==> src/common/fprint_pkg.sv <==
`default_nettype none

package fprint_pkg;

	// bus and datapath widths
	localparam int DATA_W      = 32;
	localparam int ADDR_W      = 8;
	localparam int TASK_W      = 4;
	localparam int NUM_TASKS   = 16;
	localparam int HALF_W      = 16;
	localparam int FPRINT_W    = 32;
	localparam int NUM_CORES   = 2;
	localparam int STORE_DEPTH = 8;
	localparam int FIFO_DEPTH  = 8;
	localparam int COUNT_W     = 8;

	// pointer and occupancy widths
	localparam int STORE_PTR_W = $clog2(STORE_DEPTH);
	localparam int STORE_CNT_W = $clog2(STORE_DEPTH + 1);
	localparam int FIFO_PTR_W  = $clog2(FIFO_DEPTH);
	localparam int FIFO_CNT_W  = $clog2(FIFO_DEPTH + 1);

	// register offsets within a core window, paddr[3:0]
	localparam logic [3:0] OFS_CS       = 4'd0;
	localparam logic [3:0] OFS_FPRINT   = 4'd1;
	localparam logic [3:0] OFS_STATUS   = 4'd2;
	localparam logic [3:0] OFS_MISMATCH = 4'd3;

	typedef logic [TASK_W-1:0]              task_id_t;
	typedef logic [HALF_W-1:0]              half_t;
	typedef logic [FPRINT_W-1:0]            fprint_t;
	typedef logic [COUNT_W-1:0]             count_t;
	typedef logic [NUM_TASKS-1:0]           task_mask_t;
	typedef logic [$clog2(NUM_CORES)-1:0]   core_t;
	typedef logic [HALF_W+TASK_W+1:0]       fifo_word_t; // {block, core, task, half}

	typedef enum logic [1:0] {DRAIN_IDLE, DRAIN_READ, DRAIN_ROUTE} drain_state_t;
	typedef enum logic [1:0] {COMP_IDLE, COMP_CHECK, COMP_DONE} comp_state_t;

endpackage

`default_nettype wire

==> src/fprint_store/fprint_store.sv <==
`default_nettype none

module fprint_store import fprint_pkg::*; (
	input  wire logic     clk,
	input  wire logic     reset,
	input  wire logic     wr_en,
	input  wire logic     wr_block,
	input  wire task_id_t wr_task,
	input  wire half_t    wr_half,
	input  wire logic     pop,
	output logic          entry_valid,
	output task_id_t      entry_task,
	output fprint_t       entry_fprint,
	output logic          full
);

	// entries kept as separate low and high half arrays
	half_t                  mem_lo [STORE_DEPTH];
	half_t                  mem_hi [STORE_DEPTH];
	task_id_t               mem_task [STORE_DEPTH];
	half_t                  lo_latch;
	logic [STORE_PTR_W-1:0] head;
	logic [STORE_PTR_W-1:0] tail;
	logic [STORE_CNT_W-1:0] count;
	logic                   push;
	logic                   deq;

	assign push = wr_en && wr_block; // high half completes the entry
	assign deq  = pop && entry_valid;

	always_ff @(posedge clk or posedge reset) begin
		if (reset) begin
			head  <= '0;
			tail  <= '0;
			count <= '0;
		end else begin
			if (push) head <= head + 1'b1;
			if (deq) tail <= tail + 1'b1;
			case ({push, deq})
				2'b10:   count <= count + 1'b1;
				2'b01:   count <= count - 1'b1;
				default: ;
			endcase
		end
	end

	always_ff @(posedge clk) begin
		if (wr_en && !wr_block)
			lo_latch <= wr_half;
		if (push) begin
			mem_lo[head]   <= lo_latch;
			mem_hi[head]   <= wr_half;
			mem_task[head] <= wr_task;
		end
	end

	// valid follows the count, so it rises the cycle after the high half
	assign entry_valid  = (count != '0);
	assign entry_task   = mem_task[tail];
	assign entry_fprint = {mem_hi[tail], mem_lo[tail]};
	assign full         = (count == STORE_CNT_W'(STORE_DEPTH));

endmodule

`default_nettype wire

==> src/source/fprint_apb_front.sv <==
`default_nettype none

module fprint_apb_front import fprint_pkg::*; (
	input  wire logic              clk,
	input  wire logic              reset,
	input  wire logic              psel,
	input  wire logic              penable,
	input  wire logic              pwrite,
	input  wire logic [ADDR_W-1:0] paddr,
	input  wire logic [DATA_W-1:0] pwdata,
	output logic [DATA_W-1:0]      prdata,
	output logic                   pready,
	output logic                   pslverr,
	input  wire logic [NUM_CORES-1:0] store_full,
	output logic [NUM_CORES-1:0]   store_wr_en,
	output half_t                  store_wr_half,
	output logic                   store_wr_block,
	output task_id_t               store_wr_task,
	input  wire logic              task_done,
	input  wire task_id_t          done_task,
	input  wire count_t            match_count,
	input  wire count_t            mismatch_count,
	input  wire task_id_t          last_mismatch_task,
	input  wire logic              mismatch
);

	task_mask_t    checkout_mask [NUM_CORES];
	task_mask_t    checkin_mask [NUM_CORES];
	logic          access;
	logic          wr_cs;
	logic          fp_accept;
	core_t         wr_core;
	task_id_t      wr_task;
	fifo_word_t    fifo_wr_data;
	fifo_word_t    fifo_rd_data;
	logic          fifo_rd_en;
	logic          fifo_empty;
	logic          fifo_full;
	logic          fifo_block;
	core_t         fifo_core;
	task_id_t      fifo_task;
	half_t         fifo_half;
	logic          route_go;
	drain_state_t  drain_state;
	drain_state_t  drain_next;

	assign access  = psel && penable;
	assign wr_core = paddr[4]; // logical core window
	assign wr_task = pwdata[TASK_W-1:0];
	assign wr_cs   = access && pwrite && (paddr[3:0] == OFS_CS);

	// halves for a task not checked out are dropped here
	assign fp_accept = access && pwrite && (paddr[3:0] == OFS_FPRINT)
		&& checkout_mask[wr_core][wr_task];

	assign pready  = access && !(fp_accept && fifo_full); // stall only a queued write
	assign pslverr = 1'b0;

	assign fifo_wr_data = {pwdata[5], wr_core, wr_task, pwdata[DATA_W-1:HALF_W]};

	always_ff @(posedge clk or posedge reset) begin
		if (reset) begin
			for (int c = 0; c < NUM_CORES; c++) begin
				checkout_mask[c] <= '0;
				checkin_mask[c]  <= '0;
			end
		end else begin
			if (wr_cs) begin
				if (pwdata[4])
					checkout_mask[wr_core][wr_task] <= 1'b1;
				else if (checkout_mask[wr_core][wr_task])
					checkin_mask[wr_core][wr_task] <= 1'b1;
			end
			// completion wins over a write to the same task
			if (task_done) begin
				for (int c = 0; c < NUM_CORES; c++) begin
					checkout_mask[c][done_task] <= 1'b0;
					checkin_mask[c][done_task]  <= 1'b0;
				end
			end
		end
	end

	always_comb begin
		prdata = '0;
		if (psel && !pwrite) begin
			case (paddr[3:0])
				OFS_STATUS:   prdata = {mismatch_count, match_count,
					checkin_mask[0] & checkin_mask[1]};
				OFS_MISMATCH: begin
					prdata[TASK_W-1:0] = last_mismatch_task;
					prdata[8]          = mismatch;
				end
				default: ;
			endcase
		end
	end

	fprint_fifo u_fifo (
		.clk     (clk),
		.reset   (reset),
		.wr_data (fifo_wr_data),
		.wr_en   (fp_accept && !fifo_full),
		.rd_en   (fifo_rd_en),
		.rd_data (fifo_rd_data),
		.empty   (fifo_empty),
		.full    (fifo_full)
	);

	assign {fifo_block, fifo_core, fifo_task, fifo_half} = fifo_rd_data;

	always_ff @(posedge clk or posedge reset) begin
		if (reset) drain_state <= DRAIN_IDLE;
		else drain_state <= drain_next;
	end

	always_comb begin
		drain_next = drain_state;
		case (drain_state)
			DRAIN_IDLE:  if (!fifo_empty) drain_next = DRAIN_READ;
			DRAIN_READ:  drain_next = DRAIN_ROUTE;
			DRAIN_ROUTE: if (!store_full[fifo_core]) drain_next = DRAIN_IDLE; // hold while full
			default:     drain_next = DRAIN_IDLE;
		endcase
	end

	assign fifo_rd_en = (drain_state == DRAIN_READ);
	assign route_go   = (drain_state == DRAIN_ROUTE) && !store_full[fifo_core];

	always_comb begin
		for (int c = 0; c < NUM_CORES; c++)
			store_wr_en[c] = route_go && (fifo_core == core_t'(c));
	end

	assign store_wr_half  = fifo_half;
	assign store_wr_block = fifo_block;
	assign store_wr_task  = fifo_task;

endmodule

`default_nettype wire

==> src/source/fprint_comparator.sv <==
`default_nettype none

module fprint_comparator import fprint_pkg::*; (
	input  wire logic           clk,
	input  wire logic           reset,
	input  wire logic [NUM_CORES-1:0] entry_valid,
	input  wire task_id_t       entry_task [NUM_CORES],
	input  wire fprint_t        entry_fprint [NUM_CORES],
	output logic [NUM_CORES-1:0] pop,
	output logic                task_done,
	output task_id_t            done_task,
	output count_t              match_count,
	output count_t              mismatch_count,
	output task_id_t            last_mismatch_task,
	output logic                mismatch
);

	comp_state_t state;
	fprint_t     fprint_a;
	fprint_t     fprint_b;
	task_id_t    task_a;
	task_id_t    task_b;
	logic        same;

	// a pair only matches when both the task and the fingerprint agree
	assign same = (fprint_a == fprint_b) && (task_a == task_b);

	always_ff @(posedge clk or posedge reset) begin
		if (reset) begin
			state              <= COMP_IDLE;
			match_count        <= '0;
			mismatch_count     <= '0;
			last_mismatch_task <= '0;
			mismatch           <= 1'b0;
		end else begin
			case (state)
				COMP_IDLE: if (&entry_valid) state <= COMP_CHECK;
				COMP_CHECK: begin
					if (same) begin
						if (match_count != '1) match_count <= match_count + 1'b1;
					end else begin
						if (mismatch_count != '1) mismatch_count <= mismatch_count + 1'b1;
						last_mismatch_task <= task_a; // core 0 view of the task
						mismatch           <= 1'b1;   // sticky until reset
					end
					state <= COMP_DONE;
				end
				COMP_DONE: state <= COMP_IDLE;
				default:   state <= COMP_IDLE;
			endcase
		end
	end

	// capture both heads when leaving idle
	always_ff @(posedge clk) begin
		if (state == COMP_IDLE && (&entry_valid)) begin
			fprint_a <= entry_fprint[0];
			fprint_b <= entry_fprint[1];
			task_a   <= entry_task[0];
			task_b   <= entry_task[1];
		end
	end

	assign pop       = {NUM_CORES{state == COMP_CHECK}}; // both stores dequeue together
	assign task_done = (state == COMP_DONE);
	assign done_task = task_a;

endmodule

`default_nettype wire

==> src/source/fprint_fifo.sv <==
`default_nettype none

module fprint_fifo import fprint_pkg::*; (
	input  wire logic       clk,
	input  wire logic       reset,
	input  wire fifo_word_t wr_data,
	input  wire logic       wr_en,
	input  wire logic       rd_en,
	output fifo_word_t      rd_data,
	output logic            empty,
	output logic            full
);

	fifo_word_t              mem [FIFO_DEPTH];
	logic [FIFO_PTR_W-1:0]   wr_ptr;
	logic [FIFO_PTR_W-1:0]   rd_ptr;
	logic [FIFO_CNT_W-1:0]   count;
	logic                    push;
	logic                    pop;

	assign push  = wr_en && !full;
	assign pop   = rd_en && !empty;
	assign empty = (count == '0);
	assign full  = (count == FIFO_CNT_W'(FIFO_DEPTH));

	always_ff @(posedge clk or posedge reset) begin
		if (reset) begin
			wr_ptr <= '0;
			rd_ptr <= '0;
			count  <= '0;
		end else begin
			if (push) wr_ptr <= wr_ptr + 1'b1; // depth is a power of two, pointers wrap
			if (pop) rd_ptr <= rd_ptr + 1'b1;
			case ({push, pop})
				2'b10:   count <= count + 1'b1;
				2'b01:   count <= count - 1'b1;
				default: ;
			endcase
		end
	end

	// read data shows up one cycle after rd_en
	always_ff @(posedge clk) begin
		if (push) mem[wr_ptr] <= wr_data;
		if (pop) rd_data <= mem[rd_ptr];
	end

endmodule

`default_nettype wire

==> src/source/fprint_unit_top.sv <==
`default_nettype none

module fprint_unit_top import fprint_pkg::*; (
	input  wire logic              clk,
	input  wire logic              reset,
	input  wire logic              psel,
	input  wire logic              penable,
	input  wire logic              pwrite,
	input  wire logic [ADDR_W-1:0] paddr,
	input  wire logic [DATA_W-1:0] pwdata,
	output logic [DATA_W-1:0]      prdata,
	output logic                   pready,
	output logic                   pslverr,
	output logic                   mismatch
);

	logic [NUM_CORES-1:0] store_wr_en;
	logic [NUM_CORES-1:0] store_full;
	half_t                store_wr_half;
	logic                 store_wr_block;
	task_id_t             store_wr_task;
	logic [NUM_CORES-1:0] entry_valid;
	task_id_t             entry_task [NUM_CORES];
	fprint_t              entry_fprint [NUM_CORES];
	logic [NUM_CORES-1:0] pop;
	logic                 task_done;
	task_id_t             done_task;
	count_t               match_count;
	count_t               mismatch_count;
	task_id_t             last_mismatch_task;

	fprint_apb_front u_front (
		.clk, .reset, .psel, .penable, .pwrite, .paddr, .pwdata,
		.prdata, .pready, .pslverr,
		.store_full, .store_wr_en, .store_wr_half, .store_wr_block, .store_wr_task,
		.task_done, .done_task, .match_count, .mismatch_count,
		.last_mismatch_task, .mismatch
	);

	// one store per logical core
	for (genvar i = 0; i < NUM_CORES; i++) begin : g_store
		fprint_store u_store (
			.clk          (clk),
			.reset        (reset),
			.wr_en        (store_wr_en[i]),
			.wr_block     (store_wr_block),
			.wr_task      (store_wr_task),
			.wr_half      (store_wr_half),
			.pop          (pop[i]),
			.entry_valid  (entry_valid[i]),
			.entry_task   (entry_task[i]),
			.entry_fprint (entry_fprint[i]),
			.full         (store_full[i])
		);
	end

	fprint_comparator u_comp (
		.clk, .reset, .entry_valid, .entry_task, .entry_fprint, .pop,
		.task_done, .done_task, .match_count, .mismatch_count,
		.last_mismatch_task, .mismatch
	);

endmodule

`default_nettype wire

==> config.mk <==
export PLATFORM = sky130hd
export DESIGN_NAME = fprint_unit_top
export DESIGN_NICKNAME = d
export VERILOG_FILES = /design/src/common/fprint_pkg.sv /design/src/fprint_store/fprint_store.sv /design/src/source/fprint_apb_front.sv /design/src/source/fprint_comparator.sv /design/src/source/fprint_fifo.sv /design/src/source/fprint_unit_top.sv
export SDC_FILE = /design/constraint.sdc
export NUM_CORES = 1
export LEC_CHECK = 0
export CAP_MARGIN = 15
export CORE_MARGIN = 5
export CORE_UTILIZATION = 40
export DETAILED_ROUTE_END_ITERATION = 12
export DONT_BUFFER_PORTS = 1
export HOLD_SLACK_MARGIN = 0.02
export PLACE_DENSITY = 0.65
export SLEW_MARGIN = 25
export SYNTH_ARGS = -nofsm -noshare
export SYNTH_HDL_FRONTEND = slang
export SYNTH_SLANG_ARGS = --single-unit
==> constraint.sdc <==
create_clock -name clk -period 12.9 [get_ports clk]
set_input_delay 1.29 -clock clk [delete_from_list [all_inputs] [get_ports clk]]
set_output_delay 1.29 -clock clk [all_outputs]
set_load 0.05 [all_outputs]
==> summary.txt <==
Status
  – Status: completed

Timing
  – RSZ-0062 raised after global routing: no
  – Number of setup violations in the final report: 0
  – Slew headroom: 38.4%
  – Post-route setup TNS: 0 ns
  – Fmax achieved: 0.226 GHz
  – Max-slew violation count: 0
  – Setup Skew: 0.0291 ns
  – Post-layout minimum cycle time: 4.43 ns
  – Final worst-path cycle share: 34.4%
  – Worst-Margin Slew: 0.924 ns
  – Hold Fails Final Rpt: 0

Synthesis
  – Netlist cell types: 45
  – Area contributors post-synth: edfxtp_1, mux4_2, dfrtp_1
  – Synthesized instance count: 1,901
  – Mapped Area: 0.0384 mm2
  – Register area share after synthesis: 76.4%
  – Top FF cell, synth: edfxtp_1
  – Syn Nets: 1,963
  – Synthesized flop and latch total: 997
  – Top-area cell type share of the netlist area: 68.7%
  – Post-synth EDFFs: 878
  – Avg Cell Area, Syn: 20.2 um2
  – Async SR Flop Fraction: 11.9%
  – Yosys top cell by area: edfxtp_1
  – Synth warnings: 0

Finish
  – Layout Cells excl Fill: 3,315
  – # fillers: 7,916
  – Most frequent cells in the layout: edfxtp_1, mux4_2, dfrtp_1
  – Layout cells sized above 1: 25.9%
  – Commonest non-fill, non-tap cell in the layout: edfxtp_1
  – Fin nets: 2,026
  – Syn-to-layout area delta: 12.7%

Clock network
  – Clock Pin Slew Worst Setup and Hold Paths: 0.06 ns
  – Sink Count: 997
  – Post-CTS sizing: 0
  – H-Tree Depth: 3
  – CTS Buf Count: 101
  – Clock buffer depth: 3
  – Root Buffer: clkbuf_16
  – Postcts setup bufs: 0
  – Hold-fix buffers, CTS: 0
  – Clock Latency Late Sink: 0.66 ns
  – CTS tree: built

Worst setup path
  – Worst Path Required: 11.61 ns
  – Critical path type: input port to output port
  – Cell mode on critical path: nor2_1
  – Slowest-stage cell, CP: nor2_1
  – Reg-to-Reg Start: u_comp.fprint_a[26]
  – Worst setup SP type: input port
  – Worst path arrival time: 3.14 ns
  – Worst-path fanout max: 5
  – CP top delay family: simple AND/OR/NAND/NOR gates
  – Critical path origin: paddr[3]
  – Cells along the critical path: nor2_1 -> nand2_1 -> nor2_1 -> a32oi_1 -> nor2_1
  – CP max stage delay: 0.75 ns
  – Bufs and invs on worst path: 0
  – Crit end category: output port

Floorplan
  – # rows: 113
  – Initial Util: 40.4%
  – Die area: 0.102 mm2
  – CORE AREA: 0.0952 mm2
  – Die height: 320 um
  – Die Wd: 320 um
  – IO Count: 80

GRT
  – Initial antenna violation count: 2
  – First-pass GRT wire length: 116 mm
  – Pin count of the biggest net entering global routing: 80
  – GR Overflow Total: 0
  – GRT Resource Usage Total: 14.8%
  – Vias in the first global route: 19,000

Placed design
  – # port buffers: 0
  – Placed insts: 3,126
  – Dpl hpwl: 42.3 mm
  – Final Wtd Congestion: 0.791

Power and ir drop
  – Pwr dens: 144 mW/mm2
  – Max VDD drop: 0.109 mV
  – P_leak: 13.8 nW

Route
  – Vias per cell: 5.38
  – Total number of vias: 17,800
  – Starting DRT DRC Count: 1,322
  – Post-route DRC violation count: 0
  – Avg WL per Cell: 23.0 um
  – Total detailed-routing wirelength: 76.2 mm
  – First drt pass iteration count: 5
  – Antenna Nets Post-Route: 0

Flow run
  – Max-cap viol count: 0

Worst hold path
  – Worst min-delay path class: register to register
  – Start point of the worst hold path: u_front.checkin_mask[29]
==> worst min-delay path: stages, from the launching register on <==
cell     delay, ns
dfrtp_1       0.33
nand2_1       0.06
o21ai_2       0.05
==> cells by family (layout without fill, tap and decap cells) <==
family                     count (synthesis)  after routing  share of synthesized area (%)
DFF                                      997            997                           76.4
adders and majority gates                 17             17                          0.554
AOI/OAI and AO/OA                        116            116                           1.85
buffers and inverters                     89            236                           1.01
xor gates and xnor gates                  74             74                           1.69
and+or+nand+nor                          294            294                           3.84
other                                      1              3                        0.00976
muxes                                    313            313                           14.6
==> cell type report <==
cell class | instances | area [um2] | share of cell area, %
Antenna cell | 2 | 5.00 | 0.0116
Tap cell | 1265 | 1580 | 3.66
Sequential cell | 997 | 29400 | 67.8
Timing Repair Buffer | 41 | 323 | 0.746
Clock buffer | 138 | 2720 | 6.28
Clock inverter | 49 | 387 | 0.893
Inverter | 8 | 32.5 | 0.0752
Multi-Input combinational cell | 815 | 8880 | 20.5
==> synthesized netlist by cell type, drive strengths merged (21+ instances only) <==
cell type	count
buf	32
a21oi	35
o21ai	40
clkbuf	49
dfrtp	119
mux2	109
edfxtp	878
nor3	30
nor2	49
xnor2	54
nand2	94
and3	21
mux4	188
==> power by group <==
part / switching (mW) / internal, mW
logic: 0.0188 / 0.00515
clock network: 1.19 / 1.53
registers: 0.000821 / 3.47
==> state kept, by name (all words and copies together) (netlist names), 32 cells and up <==
register / count
u_front.u_fifo.mem: 176
g_store.u_store.mem_lo: 256
u_comp.fprint_a: 32
u_front.checkin_mask: 32
u_comp.fprint_b: 32
u_front.checkout_mask: 32
g_store.u_store.mem_task: 64
g_store.u_store.lo_latch: 32
g_store.u_store.mem_hi: 256
==> stage by stage <==
stage | instance area, um2 | hold WS [ns] | utilization [%] | setup slack, ns | power, mW
3_3_place_gp | 40100 | 0.452 | 42.2 | 8.55 | 3.57
6_report | 43300 | 0.470 | 45.5 | 8.47 | 6.21
5_1_grt | 43300 | 0.495 | 45.5 | 8.42 | 6.43
3_5_place_dp | 40200 | 0.462 | 42.2 | 8.51 | 3.57
4_1_cts | 43300 | 0.475 | 45.5 | 8.51 | 6.28
2_1_floorplan | 38400 | 0.438 | - | 4.73 | 3.56
==> per-layer routing <==
| layer | wire, um | vias to the layer above | global-route usage [%] |
|---|---|---|---|
| met5 | 0 | - | 0 |
| met3 | 3800 | 107 | 2.67 |
| met2 | 38300 | 437 | 24.9 |
| met1 | 32500 | 9535 | 20.1 |
| met4 | 1650 | 0 | 4.29 |
| li1 | - | 7770 | - |
==> final timing paths <==
| path | to | slack (ns) | depth (start not counted) |
|---|---|---|---|
| min in group asynchronous | u_front.checkin_mask[10] | 0.54 | 1 |
| max in group asynchronous | g_store[0].u_store.tail[0] | 11.14 | 2 |
| setup / recovery | prdata[1] | 8.47 | 5 |
| setup reg to reg | u_comp.match_count[1] | 9.68 | 6 |
| hold / removal | u_front.checkin_mask[29] | 0.47 | 2 |
| hold reg to reg | u_front.checkin_mask[29] | 0.47 | 2 |
Note: power is estimated with default switching activity, not from simulation.
